<file path="src/loopPkg.sv">
package loopPkg;

    localparam int NUM_CHANNELS = 4;
    localparam logic [15:0] LOCK_MAX = 16'hFFFF;  // Lock counter saturates here

    // Register offsets within a channel, addr[7:0]
    localparam logic [7:0] LF_CONTROL      = 8'h00;
    localparam logic [7:0] LF_LEAD_LAG     = 8'h04;
    localparam logic [7:0] LF_LIMIT        = 8'h08;
    localparam logic [7:0] LF_LOOPDATA     = 8'h0C;
    localparam logic [7:0] LF_LOCKDETECTOR = 8'h10;
    localparam logic [7:0] LF_INTEGRATOR   = 8'h14;  // Read only

    // One host request, active when byteWrite is nonzero or read is set
    typedef struct packed {
        logic [11:0] addr;       // [11:8] channel, [7:0] offset
        logic [31:0] dataIn;
        logic [3:0]  byteWrite;  // One strobe per byte lane
        logic        read;
    } busReq_t;

    typedef struct packed {
        logic        zeroError;
        logic        invertError;
        logic        holdAccum;
        logic        clearAccum;
        logic [4:0]  leadExp;
        logic [7:0]  leadMan;
        logic [4:0]  lagExp;
        logic [7:0]  lagMan;
        logic [31:0] limit;       // Integrator clamp, kept below 2^31
        logic [31:0] loopData;    // Nominal frequency offset
        logic [15:0] lockCount;
        logic [7:0]  syncThreshold;
    } loopCfg_t;

    typedef struct packed {
        logic               valid;
        logic signed [15:0] value;
    } errSample_t;

    typedef struct packed {
        logic [31:0]        loopOut;
        logic               outValid;
        logic signed [31:0] accum;
        logic               locked;
    } chanStatus_t;

endpackage

</file>
<file path="src/readMux.sv">
module readMux (
    input  logic                                   clk,
    input  logic                                   reset,
    input  logic [loopPkg::NUM_CHANNELS-1:0][31:0] readback,
    input  logic [loopPkg::NUM_CHANNELS-1:0]       readSelect,
    input  logic                                   readActive,
    input  logic [loopPkg::NUM_CHANNELS-1:0]       lockedIn,
    output logic [31:0]                            readData,
    output logic                                   readValid,
    output logic [loopPkg::NUM_CHANNELS-1:0]       lockFlags
);
    import loopPkg::*;

    logic [31:0] merged;

    always_comb begin
        merged = '0;
        for (int i = 0; i < NUM_CHANNELS; i++) begin
            if (readSelect[i]) merged = merged | readback[i];
        end
    end

    always_ff @(posedge clk) begin
        readData <= merged;  // Zero when no channel is selected
    end

    always_ff @(posedge clk) begin
        if (reset) begin
            readValid <= 1'b0;
            lockFlags <= '0;
        end else begin
            readValid <= readActive;
            lockFlags <= lockedIn;
        end
    end

    assert property (@(posedge clk) disable iff (reset) $onehot0(readSelect))
        else $error("readMux: more than one channel selected");

endmodule

</file>
<file path="config.mk">
export PLATFORM = sky130hd
export DESIGN_NAME = readMux
export DESIGN_NICKNAME = d
export VERILOG_FILES = /design/src/loopPkg.sv /design/src/readMux.sv
export SDC_FILE = /design/constraint.sdc
export NUM_CORES = 1
export LEC_CHECK = 0
export CAP_MARGIN = 20
export CORE_MARGIN = 2
export CORE_UTILIZATION = 25
export DETAILED_ROUTE_END_ITERATION = 16
export DONT_BUFFER_PORTS = 1
export MAX_ROUTING_LAYER = met4
export PLACE_DENSITY = 0.42
export SLEW_MARGIN = 40
export SYNTH_ARGS = -nofsm -noshare
export SYNTH_HDL_FRONTEND = slang
export SYNTH_SLANG_ARGS = --single-unit
</file>
<file path="constraint.sdc">
create_clock -name clk -period 0.8 [get_ports clk]
set_clock_uncertainty 0.15 [all_clocks]
set_input_delay 0.04 -clock clk [delete_from_list [all_inputs] [get_ports clk]]
set_output_delay 0.04 -clock clk [all_outputs]
set_load 0.02 [all_outputs]
</file>
==> flow_results.org <==
** STA
- The number of slew-limit violations in the final report is 0.
- Setup slack of the critical path after layout :: -71.5 ps
- Final period util :: 109%
- For the pin with the worst max-slew slack, the measured transition is 332 ps.
- Highest Clock Rate :: 1150 MHz
- Setup-failing EPs final :: 39
- In this run the tightest slew margin relative to its limit is 77.8%.
- Final hold slack :: -281 ps
- Setup repair after global routing could not meet its margin everywhere.
- Final Hold Violating Endpoints :: 32
- The smallest clock period supported by the final layout is computed as 872 ps.

** Global route
- Global-route wire length before repair :: 7.38 mm
- The via count of the first global-routing pass was approximately 1600.
- Initial antenna violation count :: 0
- Sum of overflow across all layers after global routing :: 0
- Pin count of the biggest net entering global routing :: 33
- Combined global-route utilization of all metal layers :: between 15 and 20%

** Synthesis
- Ranked by total cell area, the synthesized netlist is headed by sky130_fd_sc_hd__dfxtp_1 (50%), sky130_fd_sc_hd__a22oi_1 (33%), sky130_fd_sc_hd__nand2_1 (8.2%).
- Of all flip-flops after synthesis, the portion carrying an async set or reset was 0%.
- Yosys printed 0 warnings.
- sky130_fd_sc_hd__dfxtp_1 takes more of the synthesized area than any other cell.
- Mapped Nets :: slightly below 300
- After synthesis, the mean cell area works out to ~9.8 sq um.
- In this run the biggest area consumer among cell types represents 50.4% of the synthesized area.
- The synthesized design contains 37 register bits.
- Counting every instance in the synthesized netlist gives 150.
- Sequential elements use just over 50% of the synthesized area.
- The mapped netlist covers approximately 1500 sq um.
- Count of flip-flops with a built-in enable after synthesis :: 0
- For this run, the leading register cell type out of synthesis is sky130_fd_sc_hd__dfxtp_1.
- Count leader, synth :: sky130_fd_sc_hd__a22oi_1
- Cell types with the highest counts after synthesis :: sky130_fd_sc_hd__a22oi_1 (64), sky130_fd_sc_hd__dfxtp_1 (37), sky130_fd_sc_hd__nand2_1 (32)
- Number of distinct library cell variants in the gate-level netlist after synthesis :: 6

** Detailed routing
- DRT Pass-1 Iters :: 4
- Dividing the detail-routed via count by the number of cells gives about 5.5.
- Across all layers, the routed design uses ~1500 vias.
- In the routed design, unresolved DRC markers number 0.
- After detailed routing, the total wire length is roughly 5.6 mm.
- The detailed router finished its first iteration with 37 violations.
- Mean routed wirelength per cell :: ~20 um
- Remaining antenna violation count :: 0

** Critical path
- CP Data Required Time :: about 800 ps
- For the worst setup path, the data arrival time is ~890 ps.
- Largest fanout on the critical path :: 1
- Sort of element at the end of the critical path :: flop
- Critical path launch point type :: input pin
- The critical path is of the input pin to flop type.

** Place
- Port Buffers :: 0
- HPWL reported at the end of detailed placement :: 3.21 mm
- At the end of routability-driven placement, the weighted congestion stood at roughly 0.7.
- Post-detailed-placement cell area :: ~1500 sq um
- Timing analysis after detailed placement gives a worst setup slack of roughly 56 ps.

** Outcome
- The checks that failed: negative hold slack, negative setup slack.
- The run finished, with violations left.

** Flow run
- Total of max-cap violations :: 0

** Die
- The die is ~80 um wide.
- # rows :: 27
- Core area :: roughly 5600 sq um
- roughly 180 I/O pins were placed.
- Die area :: 6510 sq um
- Starting utilization of the core area :: a little over a quarter
- Chip Height :: 80.7 um

** Layout
- From synthesis to final layout, the design area changed by 66.8%.
- Final design area excluding fillers :: between 2000 and 2500 sq um
- Inserted Diodes :: 0
- Fraction of layout cells with a size suffix above 1 :: 30.8%
- The final layout contains 346 nets.

** Hold path
- Counting instances, the worst hold path has a depth of 2.
- Source of the worst hold timing path :: readSelect[1]
- Min-Delay Endpoint :: readData[7]$_DFF_P_
- Tightest Hold Check Type :: input pin to flop

** Clocking
- After clock tree synthesis, the clock-pin slew on the worst setup and hold paths is about 70 ps.
- Clock tree synthesis selected as its root buffer the cell sky130_fd_sc_hd__clkbuf_8.
- TritonCTS built the clock tree.
- Number of buffers inserted by post-CTS setup repair :: 0
- CTS Sinks :: 37
- Count of H-tree levels built during CTS :: 2
- Deepest clock path buffer count :: 2
- TritonCTS buffer count :: 5

** Power and ir drop
- Reported leakage power :: between 0.0009 and 0.001 uW
- Power spread over the standard cell area amounts to 1830 nW/um^2.
- IR analysis of the VDD net gives a maximum drop of roughly 0.75 mV.
[stage by stage]
step | hold slack (ps) | std cells | power [uW] | util, % | setup TNS (ps)
2_1_floorplan | -38.4 | 150 | 2600 | - | 0
3_3_place_gp | -36.5 | 210 | 2560 | 26.1 | 0
5_1_grt | -288 | 280 | 4720 | 43.7 | -3060
4_1_cts | -278 | 279 | 4500 | 41.6 | -2380
6_report | -281 | 280 | 4490 | 43.7 | -1960
3_5_place_dp | -34.6 | 210 | 2570 | 26.1 | 0
[how the worst max path moves through the flow]
stage	startpoint	endpoint	slack (ps)	cells past startpoint
CTS	readValid$_SDFF_PP0_	readValid	-70	0
finish	readback[29]	readData[29]$_DFF_P_	-70	3
global route	readData[24]$_DFF_P_	readData[24]	-90	0
floorplan	readSelect[3]	readData[10]$_DFF_P_	140	3
detailed placement	readback[95]	readData[31]$_DFF_P_	60	2
global placement	readback[95]	readData[31]$_DFF_P_	70	2
[where the power goes]
group | switching, uW | internal, uW
combinational | 171 | 388
clock | 655 | 1010
sequential | 266 | 2000
total | 1090 | 3400
[cell type report]
class                      count  area, sq um
clock buffer                   6         82.6
clock inverter                 2         37.5
fill                         519         3160
multi-input combinational    101          727
sequential                    37          880
tap                           72         90.1
timing repair buffer          62          636
[cell usage in the layout (no fill, tap or decap), drive strengths merged]
master	count
dlymetal6s4s	6
bufinv	1
dlygate4sd3	56
clkbuf	6
nand2	32
nor2b	5
dfxtp	37
a22oi	64
clkinvlp	1
[timing repair]
item	CTS	global route
hold buffers	61	1
resized for setup	74	25
pin swaps	0	10
endpoints found under the hold margin	37	32
endpoints found under the setup margin	37	55
[worst max-delay path: stages]
cell and delay (ps):
sky130_fd_sc_hd__dlygate4sd3_1 560, sky130_fd_sc_hd__a22oi_1 220, sky130_fd_sc_hd__nand2_1 80
[routing by layer]
layer / share of wire, % / wire length (um) / vias up / track usage [%]
li1: - / - / 679 / -
met1: 34 / 1900 / 737 / 14.3
met2: 57 / 3220 / 112 / 29.4
met3: 6.1 / 342 / 13 / 4.61
met4: 2.5 / 142 / 0 / 8.14
met5: 0 / 0 / - / -
[logic make-up (layout without fill, tap and decap cells)]
logic type             count (synthesis)  count (layout)  share of synthesized area (%)
AO/OA/AOI/OAI                         64              64                           32.7
flip-flops                            37              37                           50.4
AND/OR/NAND/NOR                       37              37                           10.3
buffers and inverters                 12              70                           6.64
[registers in the layout, indices dropped and copies added, names as in the netlist]
signal,flops
readValid,1
readData,32
lockFlags,4
Power figures use the tool's default switching activity.
