--- src/loopPkg.sv ---
package loopPkg;

    localparam int NUM_CHANNELS = 4;
    localparam logic [15:0] LOCK_MAX = 16'hFFFF;  // Lock counter saturates here

    // Register offsets within a channel, addr[7:0]
    localparam logic [7:0] LF_CONTROL      = 8'h00;
    localparam logic [7:0] LF_LEAD_LAG     = 8'h04;
    localparam logic [7:0] LF_LIMIT        = 8'h08;
    localparam logic [7:0] LF_LOOPDATA     = 8'h0C;
    localparam logic [7:0] LF_LOCKDETECTOR = 8'h10;
    localparam logic [7:0] LF_INTEGRATOR   = 8'h14;  // Read only

    // One host request, active when byteWrite is nonzero or read is set
    typedef struct packed {
        logic [11:0] addr;       // [11:8] channel, [7:0] offset
        logic [31:0] dataIn;
        logic [3:0]  byteWrite;  // One strobe per byte lane
        logic        read;
    } busReq_t;

    typedef struct packed {
        logic        zeroError;
        logic        invertError;
        logic        holdAccum;
        logic        clearAccum;
        logic [4:0]  leadExp;
        logic [7:0]  leadMan;
        logic [4:0]  lagExp;
        logic [7:0]  lagMan;
        logic [31:0] limit;       // Integrator clamp, kept below 2^31
        logic [31:0] loopData;    // Nominal frequency offset
        logic [15:0] lockCount;
        logic [7:0]  syncThreshold;
    } loopCfg_t;

    typedef struct packed {
        logic               valid;
        logic signed [15:0] value;
    } errSample_t;

    typedef struct packed {
        logic [31:0]        loopOut;
        logic               outValid;
        logic signed [31:0] accum;
        logic               locked;
    } chanStatus_t;

endpackage

--- src/loopFilter.sv ---
module loopFilter (
    input  logic                 clk,
    input  logic                 reset,
    input  loopPkg::loopCfg_t    cfg,
    input  loopPkg::errSample_t  error,
    output loopPkg::chanStatus_t status
);
    import loopPkg::*;

    logic signed [16:0] effError;
    logic        [16:0] errMag;
    logic signed [25:0] leadProd;
    logic signed [25:0] lagProd;
    logic signed [31:0] propTerm;
    logic signed [31:0] intStep;
    logic signed [32:0] accumSum;
    logic signed [32:0] limitPos;
    logic signed [32:0] limitNeg;
    logic signed [31:0] accumNext;
    logic        [15:0] lockNext;
    logic signed [31:0] accum;
    logic        [15:0] lockCounter;
    logic        [31:0] loopOut;
    logic               outValid;
    logic               locked;
    logic        [32:0] accumMag;

    always_comb begin
        effError = 17'(error.value);  // Sign extend so -32768 can be negated
        if (cfg.zeroError) begin
            effError = '0;
        end else if (cfg.invertError) begin
            effError = -effError;
        end
        errMag = effError[16] ? -effError : effError;

        // Mantissa is unsigned, so give it a zero sign bit
        leadProd = effError * $signed({1'b0, cfg.leadMan});
        lagProd  = effError * $signed({1'b0, cfg.lagMan});
        propTerm = 32'(leadProd) <<< cfg.leadExp;
        intStep  = 32'(lagProd) <<< cfg.lagExp;

        limitPos = $signed({1'b0, cfg.limit});
        limitNeg = -limitPos;
        accumSum = 33'(accum) + 33'(intStep);

        if (cfg.clearAccum) accumNext = '0;
        else if (cfg.holdAccum) accumNext = accum;
        else if (accumSum > limitPos) accumNext = limitPos[31:0];
        else if (accumSum < limitNeg) accumNext = limitNeg[31:0];
        else accumNext = accumSum[31:0];

        if (errMag < {9'h000, cfg.syncThreshold}) begin
            lockNext = (lockCounter == LOCK_MAX) ? lockCounter : lockCounter + 16'd1;
        end else begin
            lockNext = '0;
        end
    end

    always_ff @(posedge clk) begin
        if (reset) begin
            accum       <= '0;
            lockCounter <= '0;
            outValid    <= 1'b0;
        end else begin
            outValid <= error.valid;
            if (error.valid) begin
                accum       <= accumNext;
                lockCounter <= lockNext;
            end
        end
    end

    always_ff @(posedge clk) begin
        if (error.valid) begin
            loopOut <= cfg.loopData + propTerm + accumNext;  // Wraps mod 2^32
        end
    end

    assign locked = (lockCounter >= cfg.lockCount) && (cfg.lockCount != 16'h0000);

    assign status = '{loopOut: loopOut, outValid: outValid, accum: accum, locked: locked};

    assign accumMag = accum[31] ? -{1'b1, accum} : {1'b0, accum};

    // After an integrating update the accumulator sits inside the limit in force
    assert property (@(posedge clk) disable iff (reset)
        (error.valid && !cfg.holdAccum && !cfg.limit[31])
            |=> (accumMag <= {1'b0, $past(cfg.limit)}))
        else $error("loopFilter: accumulator beyond limit");

endmodule

--- config.mk ---
export PLATFORM = sky130hd
export DESIGN_NAME = loopFilter
export DESIGN_NICKNAME = d
export VERILOG_FILES = /design/src/loopPkg.sv /design/src/loopFilter.sv
export SDC_FILE = /design/constraint.sdc
export NUM_CORES = 1
export LEC_CHECK = 0
export BUFFER_PORTS_ARGS = -buffer_cell sky130_fd_sc_hd__buf_2
export CAP_MARGIN = 40
export CORE_ASPECT_RATIO = 1.4
export CORE_MARGIN = 2
export CORE_UTILIZATION = 55
export CTS_BUF_LIST = sky130_fd_sc_hd__clkbuf_8
export CTS_CLUSTER_SIZE = 20
export DETAILED_ROUTE_END_ITERATION = 7
export PLACE_DENSITY = 0.77
export SYNTH_ARGS = -nofsm -noshare
export SYNTH_HDL_FRONTEND = slang
export SYNTH_SLANG_ARGS = --single-unit
export TNS_END_PERCENT = 50
--- constraint.sdc ---
create_clock -name clk -period 16.55 [get_ports clk]
set_input_delay 2.4825 -clock clk [delete_from_list [all_inputs] [get_ports clk]]
set_output_delay 2.4825 -clock clk [all_outputs]
set_load 0.02 [all_outputs]
==> run_results.csv <==
group,metric,value,unit
worst_setup_path,critPathMaxStageDelay,0.57,ns
worst_setup_path,worstPathRequired,16.72,ns
clock_network,holdBufCountCts,0,
worst_hold_path,min_from,"accum[23]",
clock_network,worst_skew_pair.late_latency,0.40,ns
run_status,outcome,"finished clean",
timing,clock_skew,0.01633,ns
timing,setup_ws,0.2761,ns
logic_synthesis,post_synth_edffs,32,
placement,placed_cells,4006,
logic_synthesis,synthDistinctLibCells,91,
power_and_ir_drop,total_power,4824,uW
placement,placement.io_buffers,202,
cells_and_area,utilization,66.97,%
routing,detail_route.wl_per_cell,19.24,um
timing,worst_slew_margin_rel,39.15,%
grt,antenna_violations_before_repair,1,
run,timing.max_cap.violations,0,
clock_network,cts_max_level,3,
routing,detailedRoute.firstPassIterationCount,6,
logic_synthesis,synth_seq_cells,81,
clock_network,tritoncts.num_buffers,9,
grt,total_grt_usage,33.40,%
timing,timing.final.setup_violations,0,
timing,final.period_utilization,98.33,%
logic_synthesis,synth_cells,3049,
timing,final_hold_viol_count,0,
power_and_ir_drop,total_leakage_power,0.01498,uW
worst_setup_path,timing.critical_path.fanout_max,7,
cells_and_area,drive_gt1_share,22.25,%
worst_setup_path,crit_path_capture_type,"flop",
timing,clock.fmax,61.45,MHz
timing,fin_hold_ws,0.5143,ns
cells_and_area,stdcell_count,4050,
timing,slew_violations,0,
cells_and_area,layout.cells.most_common_list,"448 x sky130_fd_sc_hd__inv_1, 366 x sky130_fd_sc_hd__buf_4, 281 x sky130_fd_sc_hd__nand2_1",
logic_synthesis,synth.yosys.seq_area_share,8.032,%
worst_setup_path,cp_common_cell,"sky130_fd_sc_hd__fa_1",
worst_setup_path,regToRegStartpoint,"accum[0]",
floorplan,die_y,252.1,um
worst_hold_path,timing.hold.worst.class,"flop to flop",
worst_setup_path,crit_slowest_cell,"sky130_fd_sc_hd__fa_1",
grt,first_pass_grt_wire_length,122300,um
grt,grt_start_max_net_pins,44,
logic_synthesis,synth_async_sr_flop_share,0,%
floorplan,boundaryPins,203,
floorplan,core.rowCount,90,
placement,detailedPlace.worstSlack,-0.7690,ns
floorplan,core,43240,um^2
logic_synthesis,synth_ff_type,"sky130_fd_sc_hd__dfxtp_1",
worst_setup_path,worst_setup_path_start_kind,"input port",
routing,drt_first_iter_violations,1512,
power_and_ir_drop,pwr_density_cell,166.6,nW/um^2
logic_synthesis,ys_warn_count,0,
clock_network,clock_tree_from_tritoncts,"yes",
floorplan,initial_core_util,55.91,%
routing,via_count,23960,
grt,grt_pass1_vias,24420,
cells_and_area,layout.cells.most_common,"sky130_fd_sc_hd__inv_1",
routing,routed_via_density,5.916,
worst_setup_path,worst-setup-path-type,"input port to flop",
logic_synthesis,post_syn_area,24180,um^2
worst_setup_path,critPathLaunch,"error[7]",
floorplan,die_width,181.2,um
cells_and_area,area_growth_from_synthesis_to_layout,19.79,%
timing,min_period,16.27,ns
logic_synthesis,synth_area_per_cell,7.929,um^2
clock_network,clk_pin_slew,0.10,ns
placement,detailed_place_hpwl,65130,um
timing,worst_slew_pin_slew,0.9058,ns
grt,gr-total-overflow,0,
worst_setup_path,worst_endpoint_data_arrival_time,16.44,ns
routing,route.antenna.remaining_nets,0,
routing,post-route-drc-count,0,
clock_network,clock_net_sink_count,81,
logic_synthesis,synth_fp_nets,3691,
floorplan,dieArea,45670,um^2
placement,replace_congestion,1.022,
clock_network,clockBufferDepth,2,
routing,detail_route.wirelength,77910,um
power_and_ir_drop,vdd_drop_max,77.50,uV
clock_network,clockRootBuffer,"sky130_fd_sc_hd__clkbuf_8",
timing,rsz0062_at_grt,"true",
cells_and_area,finish.net_count,4134,
## synth_stat cells, drive strengths merged, types with 11 or more instances
library cell	instances	share of area [%]
nand3	53	1.1
xor2	51	1.8
o21ai	138	2.9
a22o	21	0.76
mux2	19	0.89
and3	42	1.1
mux2i	73	3.0
nor4	22	0.57
inv	452	7.0
edfxtp	32	4.0
nand2b	31	0.80
ha	256	13
a211o	17	0.62
mux4	16	1.5
nor3	52	1.2
and2	146	3.8
buf	33	0.78
o21a	26	0.81
nand2	284	4.4
nor2	181	2.8
a211oi	37	1.2
clkbuf	114	1.8
fa	249	21
o22ai	19	0.49
nand4	17	0.44
o21bai	18	0.56
xnor2	96	3.6
or2	14	0.36
a21oi	199	4.1
or4	11	0.39
nor2b	20	0.52
o211ai	20	0.68
a31oi	19	0.49
or3	15	0.39
dfxtp	49	4.1
o31ai	19	0.61
a21o	67	2.1
## critical path, delay by kind of cell
kind | cells | cell delay, ns
compound gates | 22 | 4.47
xor+xnor | 4 | 0.67
fa+ha+maj | 10 | 4.13
buf+inv | 6 | 0.50
mux | 3 | 1.01
simple gates | 13 | 3.14
## per-stage QoR
step	area [um^2]	setup TNS (ns)
after floorplan	24280	0
after global placement	27980	-1.293
after detailed placement	27990	-6.725
after CTS	28240	0
after global routing	28960	-0.8838
final	28960	0
## sequential cells by signal, indices dropped and copies added (netlist names)
register     count
outValid         1
accum           32
lockCounter     16
loopOut         32
## area by class of cell
type	instances	area [um^2]
diodes	1	2.502
clock buffers	9	123.9
clock inverters	7	52.55
fillers	3604	14280
inverters	455	1708
multi-input cells	2366	20550
flip-flops and latches	81	1942
well taps	552	690.7
repair buffers	579	3890
## kinds of logic (layout without fill, tap and decap cells)
| group | after synthesis | after routing | synth area share (%) |
|---|---|---|---|
| buffers and inverters | 602 | 1050 | 9.616 |
| and+or+nand+nor | 922 | 922 | 19.24 |
| other | 0 | 1 | 0 |
| AOI/OAI and AO/OA | 683 | 683 | 18.35 |
| xor gates and xnor gates | 148 | 148 | 5.496 |
| muxes | 108 | 108 | 5.398 |
| DFF | 81 | 81 | 8.032 |
| adders and majority gates | 505 | 505 | 33.87 |
## final timing paths
check | end | cells after the start | slack [ns]
setup / recovery | loopOut[31] | 58 | 0.28
hold / removal | accum[23] | 2 | 0.51
setup reg to reg | loopOut[31] | 40 | 7.31
hold reg to reg | accum[23] | 2 | 0.51
## report_power, final
part	total (uW)	switching, uW	internal (uW)
Sequential	348	40.6	307
Clock	147	90.6	55.9
Combinational	4330	2320	2010
## per-layer routing
layer	up-vias	track usage (%)	part of all wire (%)
met5	-	0	0
met3	283	3.190	5.2
met1	11550	38.18	38
met4	0	21.46	7.1
li1	11220	-	-
met2	903	59.66	49
## timing repair
item / in CTS / in global routing
setup buffers: 4 / 23
hold endpoints to repair: 0 / 0
gates resized for setup: 11 / 122
endpoints found under the setup margin: 7 / 19
pin swaps: 6 / 84
Power figures use the tool's default switching activity.
