[src/loopPkg.sv]
package loopPkg;

    localparam int NUM_CHANNELS = 4;
    localparam logic [15:0] LOCK_MAX = 16'hFFFF;  // Lock counter saturates here

    // Register offsets within a channel, addr[7:0]
    localparam logic [7:0] LF_CONTROL      = 8'h00;
    localparam logic [7:0] LF_LEAD_LAG     = 8'h04;
    localparam logic [7:0] LF_LIMIT        = 8'h08;
    localparam logic [7:0] LF_LOOPDATA     = 8'h0C;
    localparam logic [7:0] LF_LOCKDETECTOR = 8'h10;
    localparam logic [7:0] LF_INTEGRATOR   = 8'h14;  // Read only

    // One host request, active when byteWrite is nonzero or read is set
    typedef struct packed {
        logic [11:0] addr;       // [11:8] channel, [7:0] offset
        logic [31:0] dataIn;
        logic [3:0]  byteWrite;  // One strobe per byte lane
        logic        read;
    } busReq_t;

    typedef struct packed {
        logic        zeroError;
        logic        invertError;
        logic        holdAccum;
        logic        clearAccum;
        logic [4:0]  leadExp;
        logic [7:0]  leadMan;
        logic [4:0]  lagExp;
        logic [7:0]  lagMan;
        logic [31:0] limit;       // Integrator clamp, kept below 2^31
        logic [31:0] loopData;    // Nominal frequency offset
        logic [15:0] lockCount;
        logic [7:0]  syncThreshold;
    } loopCfg_t;

    typedef struct packed {
        logic               valid;
        logic signed [15:0] value;
    } errSample_t;

    typedef struct packed {
        logic [31:0]        loopOut;
        logic               outValid;
        logic signed [31:0] accum;
        logic               locked;
    } chanStatus_t;

endpackage

[src/busDecoder.sv]
module busDecoder (
    input  logic                                  clk,
    input  logic                                  reset,
    input  loopPkg::busReq_t                      request,
    output logic [31:0]                           writeData,
    output logic [7:0]                            regOffset,
    output logic [loopPkg::NUM_CHANNELS-1:0][3:0] byteWrite,
    output logic [loopPkg::NUM_CHANNELS-1:0]      readSelect,
    output logic                                  readActive
);
    import loopPkg::*;

    logic [3:0] channel;

    assign channel = request.addr[11:8];

    always_ff @(posedge clk) begin
        writeData <= request.dataIn;
        regOffset <= request.addr[7:0];
    end

    // Channels 4..15 match no slot, so their strobes and selects stay low
    always_ff @(posedge clk) begin
        if (reset) begin
            byteWrite  <= '0;
            readSelect <= '0;
            readActive <= 1'b0;
        end else begin
            for (int i = 0; i < NUM_CHANNELS; i++) begin
                byteWrite[i]  <= (int'(channel) == i) ? request.byteWrite : 4'h0;
                readSelect[i] <= (int'(channel) == i) && request.read;
            end
            readActive <= request.read;  // Out-of-range reads still answer
        end
    end

    // Host never mixes a write and a read in one request
    assert property (@(posedge clk) disable iff (reset)
        !((|request.byteWrite) && request.read))
        else $error("busDecoder: write and read in the same request");

endmodule

[config.mk]
export PLATFORM = sky130hd
export DESIGN_NAME = busDecoder
export DESIGN_NICKNAME = d
export VERILOG_FILES = /design/src/loopPkg.sv /design/src/busDecoder.sv
export SDC_FILE = /design/constraint.sdc
export NUM_CORES = 1
export LEC_CHECK = 0
export CAP_MARGIN = 40
export CORE_MARGIN = 2
export CORE_UTILIZATION = 55
export CTS_CLUSTER_DIAMETER = 50
export DETAILED_ROUTE_END_ITERATION = 10
export DONT_BUFFER_PORTS = 1
export MAX_ROUTING_LAYER = met4
export PLACE_DENSITY_LB_ADDON = 0.2
export RECOVER_POWER = 25
export SYNTH_ARGS = -nofsm -noshare
export SYNTH_HDL_FRONTEND = slang
export SYNTH_SLANG_ARGS = --single-unit
[constraint.sdc]
create_clock -name clk -period 1 [get_ports clk]
set_input_delay 0.05 -clock clk [delete_from_list [all_inputs] [get_ports clk]]
set_output_delay 0.05 -clock clk [all_outputs]
set_load 0.01 [all_outputs]
==> summary.txt, run 1 <==
category of the critical setup timing path: in -> reg
sink count of the clock tree: 61
wirelength, routed: 3250 um
CORE AREA: 0.00250 mm2
Critical path destination: readSelect[0]
dpl hpwl: 1770 um
row cnt: 18
achievable frequency: 1030 MHz
max capacitance violation total: 0
CTS tree: built
NumNets Final: 199
Antenna Diode Count: 0
post-synthesis cell type count: 13
Worst EP arrival: 1.25 ns
CTS H-Tree Depth: 3
dpl ws: 0.176 ns
CTS hold repair buffers: 44
share of layout cells above drive strength 1: 15.8%
WL met2: 1750 um
overall power consumption: 4250 uW
Via Count: 892
Vias/cell: 4.90
most common library cell in the layout ignoring fill and taps: sky130_fd_sc_hd__dfxtp_1
DR DRC count: 0
total congestion overflow: 0
cell count after synthesis: 95
global-route usage over all layers: 24.2%
count of pins on the block boundary: 112
Die Y: 55.4 um
footprint of the flip-flops and latches: 0.00122 mm2
Post-CTS Setup Inserts: 0
number of global-route vias before repair: 920
number of filler cells placed in the layout: 134
leak pwr: 0.000818 uW
RSZ-0062 raised after global routing: false
met1 routed wirelength after detailed routing: 1130 um
DRC violation total after the first TritonRoute iteration: 22
Critical Path Start Type: input port
violated checks: hold timing
Setup crit end kind: flip-flop
Initial Utilization: 58.1%
tightest hold margin: -0.114 ns
most used cells in the layout excluding fill and tap cells: sky130_fd_sc_hd__dfxtp_1, sky130_fd_sc_hd__dlygate4sd3_1, sky130_fd_sc_hd__nor2_1
setup TNS after final layout: 0 ns
period utilisation layout: 96.7%
path class of the lowest-slack min-delay path: in -> reg
buffers added on ports: 0
antenna violations before repair: 0
peak fanout along the critical path: 6
number of flip-flops and latches in the synthesized netlist: 61
detailed route wirelength on metal3: 307 um
clk slew on worst S/H paths: 0.09 ns
total of warnings raised by yosys: 0
critical path required time: 1.28 ns
uppermost signal routing layer after detailed routing: met4
Syn-to-layout area delta: 40.6%
number of routed nets with antenna violations: 0
post-cts sizing count: 0
final worst slack: 0.0331 ns
peak supply drop: 0.00148 V
Die Outline Area: 0.00307 mm2
buffer depth of the longest clock path: 2
Max-slew headroom: 69.1%
routed wire length per instance: 17.9 um
slew at the pin with the worst max-slew slack: 0.463 ns
number of iterations in the first detailed-routing pass: 4
final-report hold violation count: 17
average size of a mapped cell: 15.3 um2
status: finished with violations
DIE WIDTH: 55.4 um
sequential fraction of the synthesis area: 84.1%
launching instance or port of the critical path: reset
total area of multi-input combinational cells: 220 um2
pin count of the biggest net entering global routing: 12
crit path time final: 0.967 ns
final setup vio count: 0
Net Count, Synth: 146
wire length of the first global-routing pass: 5090 um
max-slew violation count: 0
Post-Synthesis Cell Area: 0.00145 mm2
placer congestion estimate: 0.707
number of clock buffers inserted by TritonCTS: 9
cell area power density: 2080 mW/mm2
root cell of the clock tree: sky130_fd_sc_hd__clkbuf_4
-- metal layers --
metal,GRT usage [%],up-vias
li1,-,413
met1,23.0,405
met2,38.9,66
met3,13.6,8
met4,12.5,0
met5,-,-
-- worst max-delay path, stage by stage --
cell	delay [ns]
sky130_fd_sc_hd__or3_4	0.36
sky130_fd_sc_hd__dlygate4sd3_1	0.63
sky130_fd_sc_hd__nor4b_2	0.21
-- final cells by class --
class | instances | area share (%)
sequential | 61 | 59.8
timing repair buffer | 44 | 21.6
multi-input combinational | 32 | 10.8
clock buffer | 14 | 5.70
tap | 30 | 1.84
clock inverter | 1 | 0.245
-- cells in the mapped netlist --
master,count,area (um2)
sky130_fd_sc_hd__buf_2,2,10.0
sky130_fd_sc_hd__nand2b_1,2,12.5
sky130_fd_sc_hd__or3_4,1,11.3
sky130_fd_sc_hd__nand3b_1,1,7.51
sky130_fd_sc_hd__dfxtp_1,61,1220
sky130_fd_sc_hd__nor2_1,14,52.6
sky130_fd_sc_hd__nor3_2,4,40.0
sky130_fd_sc_hd__or4b_4,4,55.1
sky130_fd_sc_hd__and2b_2,1,8.76
sky130_fd_sc_hd__nor3_1,1,5.00
sky130_fd_sc_hd__nor4b_2,1,15.0
sky130_fd_sc_hd__nand2_1,2,7.51
sky130_fd_sc_hd__nand3_1,1,5.00
-- worst min-delay path by stage --
stage           startpoint       endpoint  cells after the start
2_1_floorplan  request[37]   regOffset[0]                      0
3_3_place_gp   request[44]   regOffset[7]                      0
3_5_place_dp   request[26]  writeData[21]                      0
4_1_cts        request[47]   byteWrite[0]                      2
5_1_grt        request[47]   byteWrite[7]                      2
6_report       request[47]   byteWrite[4]                      2
-- report_power, final --
part	leakage (uW)	internal, uW	switching (uW)
combinational	0.000242	134	60.5
clock	0.0000692	703	738
sequential	0.000507	2530	87.9
-- flip-flops by register name, summed over array words and instances (netlist names) --
name,flops
readSelect,4
writeData,32
regOffset,8
byteWrite,16
readActive,1
-- cell families after synthesis --
family / Yosys count / share of synthesized area [%]
DFF: 61 / 84.1
and+or+nand+nor: 32 / 15.2
buffers and inverters: 2 / 0.690
-- per-stage QoR --
stage	utilization (%)	hold WS (ns)	cells	cell area [um2]
after global routing	81.6	-0.151	182	2040
after CTS	81.6	-0.133	182	2040
after floorplan	-	0.0777	95	1450
after detailed placement	59.2	0.0778	123	1480
final	81.6	-0.114	182	2040
after global placement	59.2	0.0778	123	1480
Note: power is estimated with default switching activity, not from simulation.
==> run 2: changes to the inputs <==
Settings changed: CORE_ASPECT_RATIO set to 0.8, CTS_BUF_LIST set to sky130_fd_sc_hd__clkbuf_4 sky130_fd_sc_hd__clkbuf_8, PLACE_DENSITY set to 0.68, PLACE_DENSITY_LB_ADDON 0.2 to unset.
==> run 2 against run 1 <==
The flow still finishes with violations (hold timing). Non-clock buffer count is 1 higher. Worst hold slack worse by 0.014 ns. Sequential power about the same. Global-route usage fell by 1.7 points. Total power increased by 8.1%. Cell count grew 4.4%. Maximum frequency up 0.28%. Sequential share of layout area shrank 1.9 points. Critical endpoint is now byteWrite[4]. Largest power group unchanged.
==> summary.txt, run 2 (synthesized netlist as in run 1, its figures left out) <==
Initial Utilization: 58.5%
clock network fraction of total power: 38.9%
top register by number of flip-flops: writeData
launching instance or port of the critical path: request[47]
path class of the lowest-slack min-delay path: in -> reg
number of clock buffers inserted by TritonCTS: 9
CTS tree: built
wirelength, routed: 3110 um
max capacitance violation total: 0
pin count of the biggest net entering global routing: 12
Syn-to-layout area delta: 45.2%
post-route design area: 0.00211 mm2
DR DRC count: 0
achievable frequency: 1040 MHz
buffers added on ports: 0
peak fanout along the critical path: 4
buffer depth of the longest clock path: 2
Post-CTS Setup Inserts: 0
dpl hpwl: 1930 um
status: finished with violations
Die Outline Area: 0.00307 mm2
switching power summed over all nets: 955 uW
wire length of the first global-routing pass: 4610 um
crit path time final: 0.964 ns
final-report hold violation count: 21
share of layout cells above drive strength 1: 18.2%
final instance count without filler cells: 190
count of pins on the block boundary: 112
max incr delay on CP: 0.55 ns
cell-by-cell listing of the critical path: dlygate4sd3_1 > or4b_4 > nor2_1
overall power consumption: 4590 uW
Max stage delay cell, worst path: sky130_fd_sc_hd__dlygate4sd3_1
violated checks: hold timing
RSZ-0062 raised after global routing: false
sink count of the clock tree: 61
leak pwr: 0.000855 uW
global-route usage over all layers: 22.5%
final setup vio count: 0
tightest hold margin: -0.128 ns
placer congestion estimate: 0.616
peak supply drop: 0.00128 V
routed wire length per instance: 16.3 um
most used cells in the layout excluding fill and tap cells: sky130_fd_sc_hd__dfxtp_1, sky130_fd_sc_hd__dlygate4sd3_1, sky130_fd_sc_hd__nor2_1
placed insts: 129
antenna violations before repair: 0
slew at the pin with the worst max-slew slack: 0.476 ns
Post-DP Area: 0.00149 mm2
Via Count: 921
cell area power density: 2180 mW/mm2
Die Y: 49.9 um
Antenna Diode Count: 0
number of routed nets with antenna violations: 0
most common library cell in the layout ignoring fill and taps: sky130_fd_sc_hd__dfxtp_1
switching share of power: 20.8%
max reg flops: 32
Setup crit end kind: flip-flop
clk slew on worst S/H paths: 0.10 ns
max-slew violation count: 0
Worst EP arrival: 1.28 ns
portion of total power attributed to combinational logic: 4.3%
NumNets Final: 200
Critical path destination: byteWrite[4]
category of the critical setup timing path: in -> reg
DIE WIDTH: 61.4 um
root cell of the clock tree: sky130_fd_sc_hd__clkbuf_4
Cell Int Power: 3640 uW
setup TNS after final layout: 0 ns
number of iterations in the first detailed-routing pass: 4
period utilisation layout: 96.4%
total congestion overflow: 0
number of global-route vias before repair: 988
CTS H-Tree Depth: 3
DRC violation total after the first TritonRoute iteration: 17
Max-slew headroom: 68.3%
largest registers: writeData x32, byteWrite x16, regOffset x8
Critical Path Start Type: input port
CORE AREA: 0.00248 mm2
sequential group share of total power: 56.8%
critical path required time: 1.31 ns
Core Util, Final: 84.9%
row cnt: 16
Vias/cell: 4.85
number of filler cells placed in the layout: 124
[run 2: changes by cell type in the layout (fill, tap and decap cells not counted)]
cell,before,now
sky130_fd_sc_hd__clkbuf_1,2,0
sky130_fd_sc_hd__clkinvlp_4,0,2
sky130_fd_sc_hd__dlymetal6s4s_1,0,2
sky130_fd_sc_hd__bufinv_16,0,1
sky130_fd_sc_hd__clkinv_2,1,0
sky130_fd_sc_hd__dlygate4sd3_1,44,43
sky130_fd_sc_hd__inv_6,0,1
sky130_fd_sc_hd__nor2_1,14,13
sky130_fd_sc_hd__nor2_2,0,1
[run 2: area by class of cell]
class                      count  area [um2]  share of cell area, %
clock inverter                 4        53.8                   2.55
tap                           36        45.0                   2.14
clock buffer                  12         109                   5.17
timing repair buffer          45         455                   21.6
multi-input combinational     32         223                   10.6
sequential                    61        1220                   58.0
[run 2: metal layers]
layer | GRT usage [%] | vias to the layer above | wire length, um
met5 | - | - | 0
met4 | 9.57 | 0 | 40
met3 | 11.5 | 6 | 379
met2 | 37.8 | 75 | 1620
met1 | 21.1 | 420 | 1070
li1 | - | 420 | -
[run 2: power by group through the flow]
| stage | Combinational [uW] | Clock [uW] | Sequential (uW) |
|---|---|---|---|
| final | 198 | 1780 | 2610 |
| after global routing | 215 | 1950 | 2620 |
| after CTS | 192 | 1850 | 2610 |
| after detailed placement | 38.7 | 0 | 2670 |
| after global placement | 37.1 | 0 | 2670 |
| after floorplan | 46.8 | 0 | 2660 |
[run 2: timing repair]
| item | 4_1_cts | 5_1_grt |
|---|---|---|
| endpoints found under the hold margin | 61 | 21 |
| resized for setup | 0 | 3 |
| setup endpoints to repair | 0 | 10 |
| hold buffers | 45 | 1 |
[run 2: how the worst min path moves through the flow]
| stage | startpoint | endpoint | slack [ns] | cells after the start |
|---|---|---|---|---|
| finish | request[48] | byteWrite[7] | -0.13 | 2 |
| floorplan | request[37] | regOffset[0] | 0.08 | 0 |
| detailed placement | request[35] | writeData[30] | 0.08 | 0 |
| global placement | request[10] | writeData[5] | 0.08 | 0 |
| CTS | request[48] | readSelect[0] | -0.16 | 2 |
| global route | request[48] | byteWrite[2] | -0.14 | 2 |
[run 2: worst max-delay path: cells and delay by family]
kind / cells / cell delay [ns]
simple gates: 2 / 0.68
buf+inv: 1 / 0.55
[run 2: stage by stage]
step | hold WS [ns] | setup WS (ns)
floorplan | 0.0777 | 0.241
global placement | 0.0778 | 0.166
detailed placement | 0.0778 | 0.167
CTS | -0.161 | 0.0108
global route | -0.142 | 0.0185
finish | -0.128 | 0.0358
