[src/loopPkg.sv]
package loopPkg;

    localparam int NUM_CHANNELS = 4;
    localparam logic [15:0] LOCK_MAX = 16'hFFFF;  // Lock counter saturates here

    // Register offsets within a channel, addr[7:0]
    localparam logic [7:0] LF_CONTROL      = 8'h00;
    localparam logic [7:0] LF_LEAD_LAG     = 8'h04;
    localparam logic [7:0] LF_LIMIT        = 8'h08;
    localparam logic [7:0] LF_LOOPDATA     = 8'h0C;
    localparam logic [7:0] LF_LOCKDETECTOR = 8'h10;
    localparam logic [7:0] LF_INTEGRATOR   = 8'h14;  // Read only

    // One host request, active when byteWrite is nonzero or read is set
    typedef struct packed {
        logic [11:0] addr;       // [11:8] channel, [7:0] offset
        logic [31:0] dataIn;
        logic [3:0]  byteWrite;  // One strobe per byte lane
        logic        read;
    } busReq_t;

    typedef struct packed {
        logic        zeroError;
        logic        invertError;
        logic        holdAccum;
        logic        clearAccum;
        logic [4:0]  leadExp;
        logic [7:0]  leadMan;
        logic [4:0]  lagExp;
        logic [7:0]  lagMan;
        logic [31:0] limit;       // Integrator clamp, kept below 2^31
        logic [31:0] loopData;    // Nominal frequency offset
        logic [15:0] lockCount;
        logic [7:0]  syncThreshold;
    } loopCfg_t;

    typedef struct packed {
        logic               valid;
        logic signed [15:0] value;
    } errSample_t;

    typedef struct packed {
        logic [31:0]        loopOut;
        logic               outValid;
        logic signed [31:0] accum;
        logic               locked;
    } chanStatus_t;

endpackage

[src/loopRegs.sv]
module loopRegs (
    input  logic               clk,
    input  logic               reset,
    input  logic [31:0]        writeData,
    input  logic [7:0]         regOffset,
    input  logic [3:0]         byteWrite,
    input  logic               readSelect,
    input  logic signed [31:0] accum,
    output loopPkg::loopCfg_t  cfg,
    output logic [31:0]        readback
);
    import loopPkg::*;

    always_ff @(posedge clk) begin
        if (reset) begin
            cfg <= '0;
        end else begin
            if (byteWrite[0]) begin
                case (regOffset)
                    LF_CONTROL: begin
                        cfg.zeroError   <= writeData[0];
                        cfg.invertError <= writeData[1];
                        cfg.holdAccum   <= writeData[2];
                        cfg.clearAccum  <= writeData[3];
                    end
                    LF_LEAD_LAG:     cfg.lagExp         <= writeData[4:0];
                    LF_LIMIT:        cfg.limit[7:0]     <= writeData[7:0];
                    LF_LOOPDATA:     cfg.loopData[7:0]  <= writeData[7:0];
                    LF_LOCKDETECTOR: cfg.lockCount[7:0] <= writeData[7:0];
                    default: ;
                endcase
            end
            if (byteWrite[1]) begin
                case (regOffset)
                    LF_LEAD_LAG:     cfg.lagMan          <= writeData[15:8];
                    LF_LIMIT:        cfg.limit[15:8]     <= writeData[15:8];
                    LF_LOOPDATA:     cfg.loopData[15:8]  <= writeData[15:8];
                    LF_LOCKDETECTOR: cfg.lockCount[15:8] <= writeData[15:8];
                    default: ;
                endcase
            end
            if (byteWrite[2]) begin
                case (regOffset)
                    LF_LEAD_LAG:     cfg.leadExp         <= writeData[20:16];
                    LF_LIMIT:        cfg.limit[23:16]    <= writeData[23:16];
                    LF_LOOPDATA:     cfg.loopData[23:16] <= writeData[23:16];
                    LF_LOCKDETECTOR: cfg.syncThreshold   <= writeData[23:16];
                    default: ;
                endcase
            end
            if (byteWrite[3]) begin
                case (regOffset)
                    LF_LEAD_LAG: cfg.leadMan         <= writeData[31:24];
                    LF_LIMIT:    cfg.limit[31:24]    <= writeData[31:24];
                    LF_LOOPDATA: cfg.loopData[31:24] <= writeData[31:24];
                    default: ;  // Top byte of the lock detector is unused
                endcase
            end
        end
    end

    always_comb begin
        readback = '0;
        if (readSelect) begin
            case (regOffset)
                LF_CONTROL: begin
                    readback = {28'h0, cfg.clearAccum, cfg.holdAccum,
                                cfg.invertError, cfg.zeroError};
                end
                LF_LEAD_LAG: begin
                    readback = {cfg.leadMan, 3'b000, cfg.leadExp,
                                cfg.lagMan, 3'b000, cfg.lagExp};
                end
                LF_LIMIT:        readback = cfg.limit;
                LF_LOOPDATA:     readback = cfg.loopData;
                LF_LOCKDETECTOR: readback = {8'h00, cfg.syncThreshold, cfg.lockCount};
                LF_INTEGRATOR:   readback = accum;
                default:         readback = '0;
            endcase
        end
    end

    // The decoder's strobes come out of reset cleared
    assert property (@(posedge clk) reset |=> (byteWrite == 4'h0))
        else $error("loopRegs: byte write right after reset");

endmodule

[config.mk]
export PLATFORM = sky130hd
export DESIGN_NAME = loopRegs
export DESIGN_NICKNAME = d
export VERILOG_FILES = /design/src/loopPkg.sv /design/src/loopRegs.sv
export SDC_FILE = /design/constraint.sdc
export NUM_CORES = 1
export LEC_CHECK = 0
export BUFFER_PORTS_ARGS = -buffer_cell sky130_fd_sc_hd__buf_2
export CORE_MARGIN = 2
export CORE_UTILIZATION = 40
export CTS_CLUSTER_DIAMETER = 100
export DETAILED_ROUTE_END_ITERATION = 6
export GPL_TIMING_DRIVEN = 0
export PLACE_DENSITY = 0.66
export SLEW_MARGIN = 20
export SYNTH_ARGS = -nofsm -noshare
export SYNTH_HDL_FRONTEND = slang
export SYNTH_SLANG_ARGS = --single-unit
[constraint.sdc]
create_clock -name clk -period 4.7 [get_ports clk]
set_clock_uncertainty 0.05 [all_clocks]
set_input_delay 0.47 -clock clk [delete_from_list [all_inputs] [get_ports clk]]
set_output_delay 0.47 -clock clk [all_outputs]
set_load 0.005 [all_outputs]
==> key figures, run 1 <==
Cells and area
  – Antenna cells: 0
  – Top reg by flops: cfg
  – Area Growth Syn to Fin: 34.3%
  – Commonest non-fill, non-tap cells in the layout: buf_2 (237), dfxtp_1 (118), nand2_1 (86)
  – Most common cell after layout, fill and taps aside: buf_2
  – Filler Cells Inserted: 1343
  – Share of cells above drive strength 1: 0.352
  – Fin util: 0.553
  – Final #Nets: 974
  – Max FFs per register: 118
  – Biggest regs: cfg (118)

Global routing
  – Largest net degree at the start of global routing: 17
  – Total grt overflow: 0
  – Vias in the first global route: 5559
  – First-pass GRT wire length: 32500 microns
  – Initial antenna violation count: 0
  – Tot GR Track Use: 0.287

Outcome
  – Status: finished clean

Routing
  – DRT iter0 DRCs: 518
  – DRT Wirelength: 22100 microns
  – Detail-routed via count per cell: 5.56
  – Routed via count: 6044
  – Final ANT Viol Nets: 0
  – First-pass DRT Iterations: 5
  – Wire per inst: 20.3 microns
  – # DRC: 0

Die
  – Die width: 124 microns
  – Overall die height: 124 microns
  – Core Footprint: 13900 sq um
  – Boundary pin count: 229
  – Rows: 43
  – Die ar.: 15300 sq um
  – Initial core utilization: 0.412

Worst setup path
  – Critical Path Fanout Max: 10
  – Worst endpoint required time: 4180 ps
  – CP Class: in2out
  – Worst setup EP type: output port
  – Crit path arrival time: 2550 ps
  – Startpoint Class: input pin

Logic synthesis
  – Flops & latches, synth: 118
  – Synth cell types: 38
  – Post-Syn Area: 5730 sq um
  – Ys async rst share: 0
  – Mapped Cells: 651
  – Mean Syn Cell Area: 8.81 sq um
  – Syn_nets: 730
  – Synth warn: 0
  – Ys flop type: dfxtp_1
  – Sequential share of the synthesized area: 0.412
  – Post-synth EDFFs: 0

CTS
  – Bufs on Longest Clock Path: 2
  – CTS Buf Count: 17
  – Worst-path clk slew: 60 ps
  – Htree depth: 4
  – CTS tree: yes
  – Setup Fix Bufs, Post-CTS: 0
  – Post-CTS sizing: 0
  – Clock sinks: 118
  – Clk Latency, worst-skew pair: 420 ps
  – CTS Root Cell: clkbuf_16
  – Post-CTS Hold Buffers: 0

Timing
  – Final Hold Fails: 0
  – RSZ-0062 raised after global routing: no
  – Crit path time final: 3070 ps
  – Slew HR: 0.514
  – Slew Limit Fails: 0
  – Final setup TNS: 0 ps
  – Worst-Margin Slew: 729 ps
  – Final Cycle Share: 0.652
  – Max Freq: 326 MHz
  – Final count of negative-setup-slack endpoints: 0

Power
  – Logic pwr share: 0.060
  – Clk pwr share: 0.542
  – Sequential power share: 0.398
  – Sw Ratio: 0.232
  – Peak supply drop: 0.227 mV
  – Power density over cell area: 327 nW/um^2
  – Leak: 0.00365 uW
  – Total chip power: 2520 uW
  – NetSw: 586 uW
  – Internal power: 1930 uW

Flow run
  – Max-Cap Viols: 0

Place
  – Placer Congestion: 0.835
  – I/O Buffers: 225
  – Final HPWL DP: 15700 microns

Worst hold path
  – Min-delay worst type: in2reg
==> cell usage after synthesis, types with 5 or more instances <==
| library cell | count | share of area |
|---|---|---|
| nand3_1 | 69 | 0.060 |
| a21oi_2 | 13 | 0.020 |
| a22oi_1 | 21 | 0.027 |
| a221oi_1 | 5 | 0.0076 |
| nand2_1 | 86 | 0.056 |
| buf_6 | 5 | 0.0098 |
| a21oi_1 | 72 | 0.063 |
| buf_2 | 12 | 0.010 |
| dfxtp_1 | 118 | 0.41 |
| nor3_1 | 5 | 0.0044 |
| nand3_2 | 5 | 0.0087 |
| mux2i_1 | 77 | 0.13 |
| and2_1 | 6 | 0.0065 |
| nor2_1 | 62 | 0.041 |
| buf_4 | 13 | 0.017 |
| a22o_1 | 8 | 0.012 |
| clkbuf_1 | 21 | 0.014 |
| o22a_1 | 14 | 0.021 |
==> layer usage <==
metal / share of wire / GRT usage
met1: 0.43 / 0.384
met3: 0.088 / 0.0664
met2: 0.46 / 0.457
met4: 0.017 / 0.0930
met5: 0 / 0
==> layout make-up <==
| type | instances | area [sq um] | share of cell area |
|---|---|---|---|
| sequential | 118 | 2360 | 0.307 |
| timing repair buffer | 225 | 1130 | 0.146 |
| clock inverter | 13 | 181 | 0.0236 |
| tap | 180 | 225 | 0.0292 |
| multi-input combinational | 480 | 3070 | 0.399 |
| clock buffer | 19 | 433 | 0.0562 |
| buffer | 53 | 300 | 0.0390 |
==> worst paths after layout <==
kind / startpoint / end / slack [ps] / depth (start not counted)
min: writeData[31] / cfg[108]$_SDFFE_PP0P_ / 260 / 3
max reg2reg: cfg[106]$_SDFFE_PP0P_ / cfg[106]$_SDFFE_PP0P_ / 3970 / 2
max: regOffset[2] / readback[14] / 1630 / 8
min reg2reg: cfg[72]$_SDFFE_PP0P_ / cfg[72]$_SDFFE_PP0P_ / 420 / 2
==> through the flow <==
stage	area (sq um)	setup slack [ps]	hold WS, ps	instances
after floorplan	5730	2510	410	651
after global placement	7090	1640	407	1056
after detailed placement	7090	1640	412	1056
after CTS	7700	1640	257	1088
after global routing	7700	1490	278	1088
final	7700	1630	264	1088
==> critical path: stages <==
cell	delay, ps
buf_2	120
buf_2	210
nor2b_1	470
clkbuf_1	600
a22oi_1	160
o22a_1	280
a21oi_2	120
buf_2	120
==> kinds of logic (layout without fill, tap and decap cells) <==
kind of cell,Yosys count,after routing,synth area share
compound gates,140,140,0.161
buf+inv,53,310,0.0524
flops,118,118,0.412
mux,82,82,0.152
simple gates,258,258,0.222
==> power groups by stage <==
stage          Combinational [uW]  Clock [uW]  Sequential [uW]
2_1_floorplan                64.9           0             1020
3_3_place_gp                  149           0             1020
5_1_grt                       162        1420             1000
4_1_cts                       151        1370             1000
6_report                      152        1360             1000
3_5_place_dp                  150           0             1020
No activity file was read; power rests on OpenSTA's default activity.
==> run 2: changes to the inputs <==
--- a/config.mk
+++ b/config.mk
@@ -11,7 +11,7 @@
 export CTS_CLUSTER_DIAMETER = 100
 export DETAILED_ROUTE_END_ITERATION = 6
 export GPL_TIMING_DRIVEN = 0
-export PLACE_DENSITY = 0.66
+export PLACE_DENSITY = 0.69
 export SLEW_MARGIN = 20
 export SYNTH_ARGS = -nofsm -noshare
 export SYNTH_HDL_FRONTEND = slang
==> constraint.sdc (replaced) <==
create_clock -name clk -period 2.7 [get_ports clk]
set_clock_uncertainty 0.05 [all_clocks]
set_input_delay 0.27 -clock clk [delete_from_list [all_inputs] [get_ports clk]]
set_output_delay 0.27 -clock clk [all_outputs]
set_load 0.005 [all_outputs]
==> key figures, run 2 (synthesized netlist as in run 1, its figures left out) <==
Outcome
  – Status: finished clean

Global routing
  – Largest net degree at the start of global routing: 17
  – Tot GR Track Use: 0.286
  – First-pass GRT wire length: 32200 microns
  – Vias in the first global route: 5538
  – Total grt overflow: 0
  – Initial antenna violation count: 0

Die
  – Core Footprint: 13900 sq um
  – Die width: 124 microns
  – Overall die height: 124 microns
  – Boundary pin count: 229
  – Die ar.: 15300 sq um
  – Initial core utilization: 0.412
  – Rows: 43

Worst setup path
  – Worst R2R End: cfg[0]$_SDFFE_PP0P_
  – R2r setup slk: 1960 ps
  – Worst endpoint required time: 2380 ps
  – R2R depth: 2
  – CP Buf/Inv Count: 3
  – Crit path arrival time: 2210 ps
  – Startpoint Class: input pin
  – Critical Path Fanout Max: 10
  – Worst reg2reg startpoint: cfg[0]$_SDFFE_PP0P_
  – CP max stage delay: 640 ps
  – Cell chain of the critical path: buf_2 > nor4b_2 > and2_1 > buf_2 > nand2_1 > a21oi_2 > buf_2
  – Most frequent CP cell: buf_2
  – CP Class: in2out
  – Slowest-stage cell, CP: nor4b_2
  – Worst setup EP type: output port
  – Top delay family on crit path: simple AND/OR/NAND/NOR gates

Cells and area
  – Biggest regs: cfg (118)
  – Top reg by flops: cfg
  – Post-Layout Inst Area: 7620 sq um
  – Most common cell after layout, fill and taps aside: buf_2
  – Final #Nets: 974
  – Share of cells above drive strength 1: 0.350
  – Area Growth Syn to Fin: 32.8%
  – Filler Cells Inserted: 1348
  – Commonest non-fill, non-tap cells in the layout: buf_2 (237), dfxtp_1 (118), nand2_1 (86)
  – Antenna cells: 0
  – Max FFs per register: 118

Place
  – Placer Congestion: 0.821
  – Post-DP Area: 7090 sq um
  – Final HPWL DP: 15900 microns
  – I/O Buffers: 225

Worst hold path
  – Hold depth: 3
  – Min-delay worst type: in2reg
  – Hold Path Origin: writeData[29]
  – Hold endpoint: cfg[106]$_SDFFE_PP0P_

Power
  – Sw Ratio: 0.232
  – Logic pwr share: 0.065
  – NetSw: 941 uW
  – Leak: 0.00363 uW
  – Clk pwr share: 0.503
  – Peak supply drop: 0.377 mV
  – Internal power: 3110 uW
  – Power density over cell area: 532 nW/um^2
  – Total chip power: 4050 uW
  – Sequential power share: 0.432

Routing
  – Detail-routed via count per cell: 5.51
  – Wire per inst: 20.2 microns
  – Final ANT Viol Nets: 0
  – DRT Wirelength: 21900 microns
  – Routed via count: 5988
  – DRT iter0 DRCs: 454
  – First-pass DRT Iterations: 5
  – # DRC: 0

CTS
  – Clock sinks: 118
  – Bufs on Longest Clock Path: 2
  – Worst-path clk slew: 50 ps
  – Clk Latency, worst-skew pair: 420 ps
  – CTS Root Cell: clkbuf_16
  – CTS tree: yes
  – Post-CTS Hold Buffers: 0
  – Htree depth: 4
  – CTS Buf Count: 17

Timing
  – Final setup TNS: 0 ps
  – Final Cycle Share: 0.936
  – Slew Limit Fails: 0
  – Final count of negative-setup-slack endpoints: 0
  – Final Hold Fails: 0
  – Slew HR: 0.482
  – RSZ-0062 raised after global routing: no
  – Worst-Margin Slew: 777 ps
  – Max Freq: 396 MHz
  – Hold Slack: 77.9 ps
  – Crit path time final: 2530 ps

Flow run
  – Max-Cap Viols: 0
==> run 2: worst max-delay path by stage <==
stage                  from            to  slack, ps  cells past startpoint
3_5_place_dp   regOffset[2]  readback[14]         20                      8
4_1_cts        regOffset[2]  readback[14]         20                      8
6_report       regOffset[1]  readback[18]        170                      7
3_3_place_gp   regOffset[2]  readback[14]         80                      8
2_1_floorplan  regOffset[4]  readback[21]        910                      7
5_1_grt        regOffset[1]  readback[18]         60                      7
==> run 2: metrics by stage <==
| step | setup slack (ps) | instances | utilization |
|---|---|---|---|
| after floorplan | 909 | 651 | - |
| after global placement | 78.9 | 1056 | 0.508 |
| after detailed placement | 19.2 | 1056 | 0.508 |
| after CTS | 21.1 | 1086 | 0.546 |
| after global routing | 58.1 | 1086 | 0.547 |
| final | 174 | 1086 | 0.547 |
==> run 2: routing by layer <==
layer | part of all wire | wire, microns | track usage | vias up
met3 | 0.10 | 2240 | 0.0842 | 28
met4 | 0.017 | 364 | 0.0938 | 0
li1 | - | - | - | 2836
met2 | 0.45 | 9880 | 0.447 | 339
met5 | 0 | 0 | 0 | -
met1 | 0.43 | 9420 | 0.379 | 2785
==> run 2: what timing repair did <==
item | in CTS | in global routing
buffers inserted | 0 | 0
setup endpoints to repair | 0 | 8
resized for setup | 0 | 2
==> run 2: area by class of cell <==
class	instances	area, sq um	area share
tap	180	225	0.0296
multi-input combinational	480	3070	0.403
clock inverter	4	20.0	0.00263
clock buffer	26	509	0.0669
sequential	118	2360	0.310
timing repair buffer	225	1130	0.148
buffer	53	302	0.0396
==> run 2: worst register-to-register path, delay by kind of cell (launching register included) <==
family        cells  cell delay [ps]
simple gates      1               60
flops             1              330
mux               1              150
==> run 2: power groups by stage <==
stage               logic (uW)  clock network, uW  registers [uW]
floorplan                  113                  0            1780
global placement           258                  0            1780
detailed placement         258                  0            1780
CTS                        259               2050            1750
global route               280               2130            1750
finish                     264               2040            1750
==> run 3: changes to the inputs <==
--- a/config.mk
+++ b/config.mk
@@ -6,12 +6,13 @@
 export NUM_CORES = 1
 export LEC_CHECK = 0
 export BUFFER_PORTS_ARGS = -buffer_cell sky130_fd_sc_hd__buf_2
-export CORE_MARGIN = 2
+export CORE_MARGIN = 1.5
 export CORE_UTILIZATION = 40
 export CTS_CLUSTER_DIAMETER = 100
 export DETAILED_ROUTE_END_ITERATION = 6
 export GPL_TIMING_DRIVEN = 0
 export PLACE_DENSITY = 0.69
+export SETUP_SLACK_MARGIN = 0.2
 export SLEW_MARGIN = 20
 export SYNTH_ARGS = -nofsm -noshare
 export SYNTH_HDL_FRONTEND = slang
==> key figures, run 3 (synthesized netlist as in run 1, its figures left out) <==
Outcome
  – Status: finished clean

Timing
  – Max Freq: 415 MHz
  – Crit path time final: 2410 ps
  – Final setup TNS: 0 ps
  – Final Cycle Share: 0.893
  – Final Hold Fails: 0
  – RSZ-0062 raised after global routing: no
  – Setup WS post-layout: 290 ps
  – Hold Slack: 56.8 ps
  – Worst-Margin Slew: 721 ps
  – Final count of negative-setup-slack endpoints: 0
  – Slew HR: 0.519
  – Slew Limit Fails: 0

Cells and area
  – Area Growth Syn to Fin: 33.5%
  – Multi-input logic area: 3080 sq um
  – Filler Cells Inserted: 1360
  – Commonest non-fill, non-tap cells in the layout: buf_2 (237), dfxtp_1 (118), nand2_1 (86)
  – Top reg by flops: cfg
  – Share of cells above drive strength 1: 0.351
  – Seq. cell area: 2360 sq um
  – Fin util: 0.550
  – Final #Nets: 976
  – Biggest regs: cfg (118)
  – Most common cell after layout, fill and taps aside: buf_2
  – Max FFs per register: 118
  – Post-Layout Inst Area: 7660 sq um
  – Antenna cells: 0

CTS
  – Clock sinks: 118
  – CTS Root Cell: clkbuf_16
  – Worst-path clk slew: 50 ps
  – CTS Buf Count: 17
  – Bufs on Longest Clock Path: 2
  – Clk Latency, worst-skew pair: 430 ps
  – Htree depth: 4
  – CTS tree: yes

Place
  – Setup Slack @ Placement: 10.1 ps
  – I/O Buffers: 225
  – Post-DP Area: 7090 sq um
  – Final HPWL DP: 15800 microns
  – Placer Congestion: 0.820

Worst hold path
  – Hold Path Origin: writeData[26]
  – Min-delay worst type: in2reg
  – Hold depth: 3

Die
  – Die ar.: 15100 sq um
  – Core Footprint: 13900 sq um
  – Die width: 123 microns
  – Initial core utilization: 0.412
  – Rows: 43
  – Overall die height: 123 microns
  – Boundary pin count: 229

Worst setup path
  – Crit. Startpoint: regOffset[1]
  – Most frequent CP cell: buf_2
  – Top delay family on crit path: simple AND/OR/NAND/NOR gates
  – Critical Path Fanout Max: 10
  – Startpoint Class: input pin
  – Worst endpoint required time: 2380 ps
  – Crit path arrival time: 2090 ps
  – CP Class: in2out
  – Worst reg2reg startpoint: cfg[2]$_SDFFE_PP0P_
  – Cell chain of the critical path: buf_2 > nor3_4 > nand2_1 > buf_1 > o22a_1 > a21oi_2 > buf_2
  – CP Buf/Inv Count: 3
  – Critical path depth in cells: 7
  – Slowest-stage cell, CP: nor3_4
  – Worst setup EP type: output port
  – R2R depth: 2
  – CP max stage delay: 450 ps

Global routing
  – Largest net degree at the start of global routing: 17
  – Total grt overflow: 0
  – Vias in the first global route: 5486
  – Tot GR Track Use: 0.289
  – Initial antenna violation count: 0
  – First-pass GRT wire length: 32100 microns

Routing
  – # DRC: 0
  – Wire per inst: 20.2 microns
  – First-pass DRT Iterations: 5
  – DRT iter0 DRCs: 451
  – Final ANT Viol Nets: 0
  – Detail-routed via count per cell: 5.55
  – Routed via count: 6043
  – DRT Wirelength: 22000 microns

Power
  – NetSw: 968 uW
  – Leak: 0.00365 uW
  – Sw Ratio: 0.233
  – Logic pwr share: 0.064
  – Power density over cell area: 542 nW/um^2
  – Internal power: 3180 uW
  – Clk pwr share: 0.515
  – Peak supply drop: 0.398 mV
  – Sequential power share: 0.421

Flow run
  – Max-Cap Viols: 0
## run 3: cell types whose count changed in the layout (fill, tap and decap cells not counted)
cell       previous run  this run
buf_4                13        15
bufinv_16             0         1
clkbuf_1             24        25
clkbuf_8              5         4
clkinv_2              4         3
nor2b_1               3         2
nor2b_2               0         1
nor4b_2               2         1
nor4b_4               0         1
## run 3: worst min-delay path, cell delays in order
cell     delay (ps)
buf_2           100
mux2i_1          60
nor2_1           70
## run 3: path summary, 6_finish.rpt
path	end	slack [ps]
setup reg to reg	cfg[2]$_SDFFE_PP0P_	1950
hold / removal	cfg[103]$_SDFFE_PP0P_	60
setup / recovery	readback[14]	290
hold reg to reg	cfg[27]$_SDFFE_PP0P_	420
## run 3: cell type report
type / count / share of cell area
Multi-Input combinational cell: 480 / 0.403
Buffer: 53 / 0.0394
Clock inverter: 4 / 0.00588
Sequential cell: 118 / 0.308
Clock buffer: 26 / 0.0652
Tap cell: 180 / 0.0294
Timing Repair Buffer: 227 / 0.149
## run 3: repair_timing
action	CTS	global route
buffers inserted	0	2
setup endpoints to repair	10	8
pin swaps	0	1
hold endpoints to repair	0	0
hold buffers	0	0
resized for setup	2	1
## run 3: stage by stage
step,cells,power [uW]
global route,1088,4240
floorplan,651,1900
finish,1088,4150
global placement,1056,2040
CTS,1086,4140
detailed placement,1056,2040
## run 3: power groups by stage
stage                     registers (uW)  clock network, uW  logic [uW]
after global routing                1750               2220         280
after CTS                           1750               2140         259
final                               1750               2140         266
after detailed placement            1780                  0         257
after floorplan                     1780                  0         113
after global placement              1780                  0         256
## run 3: metal layers
metal	up-vias	track usage	part of all wire
met4	0	0.0988	0.018
met2	323	0.446	0.45
met5	-	0	0
met3	27	0.0734	0.094
met1	2868	0.392	0.44
li1	2825	-	-
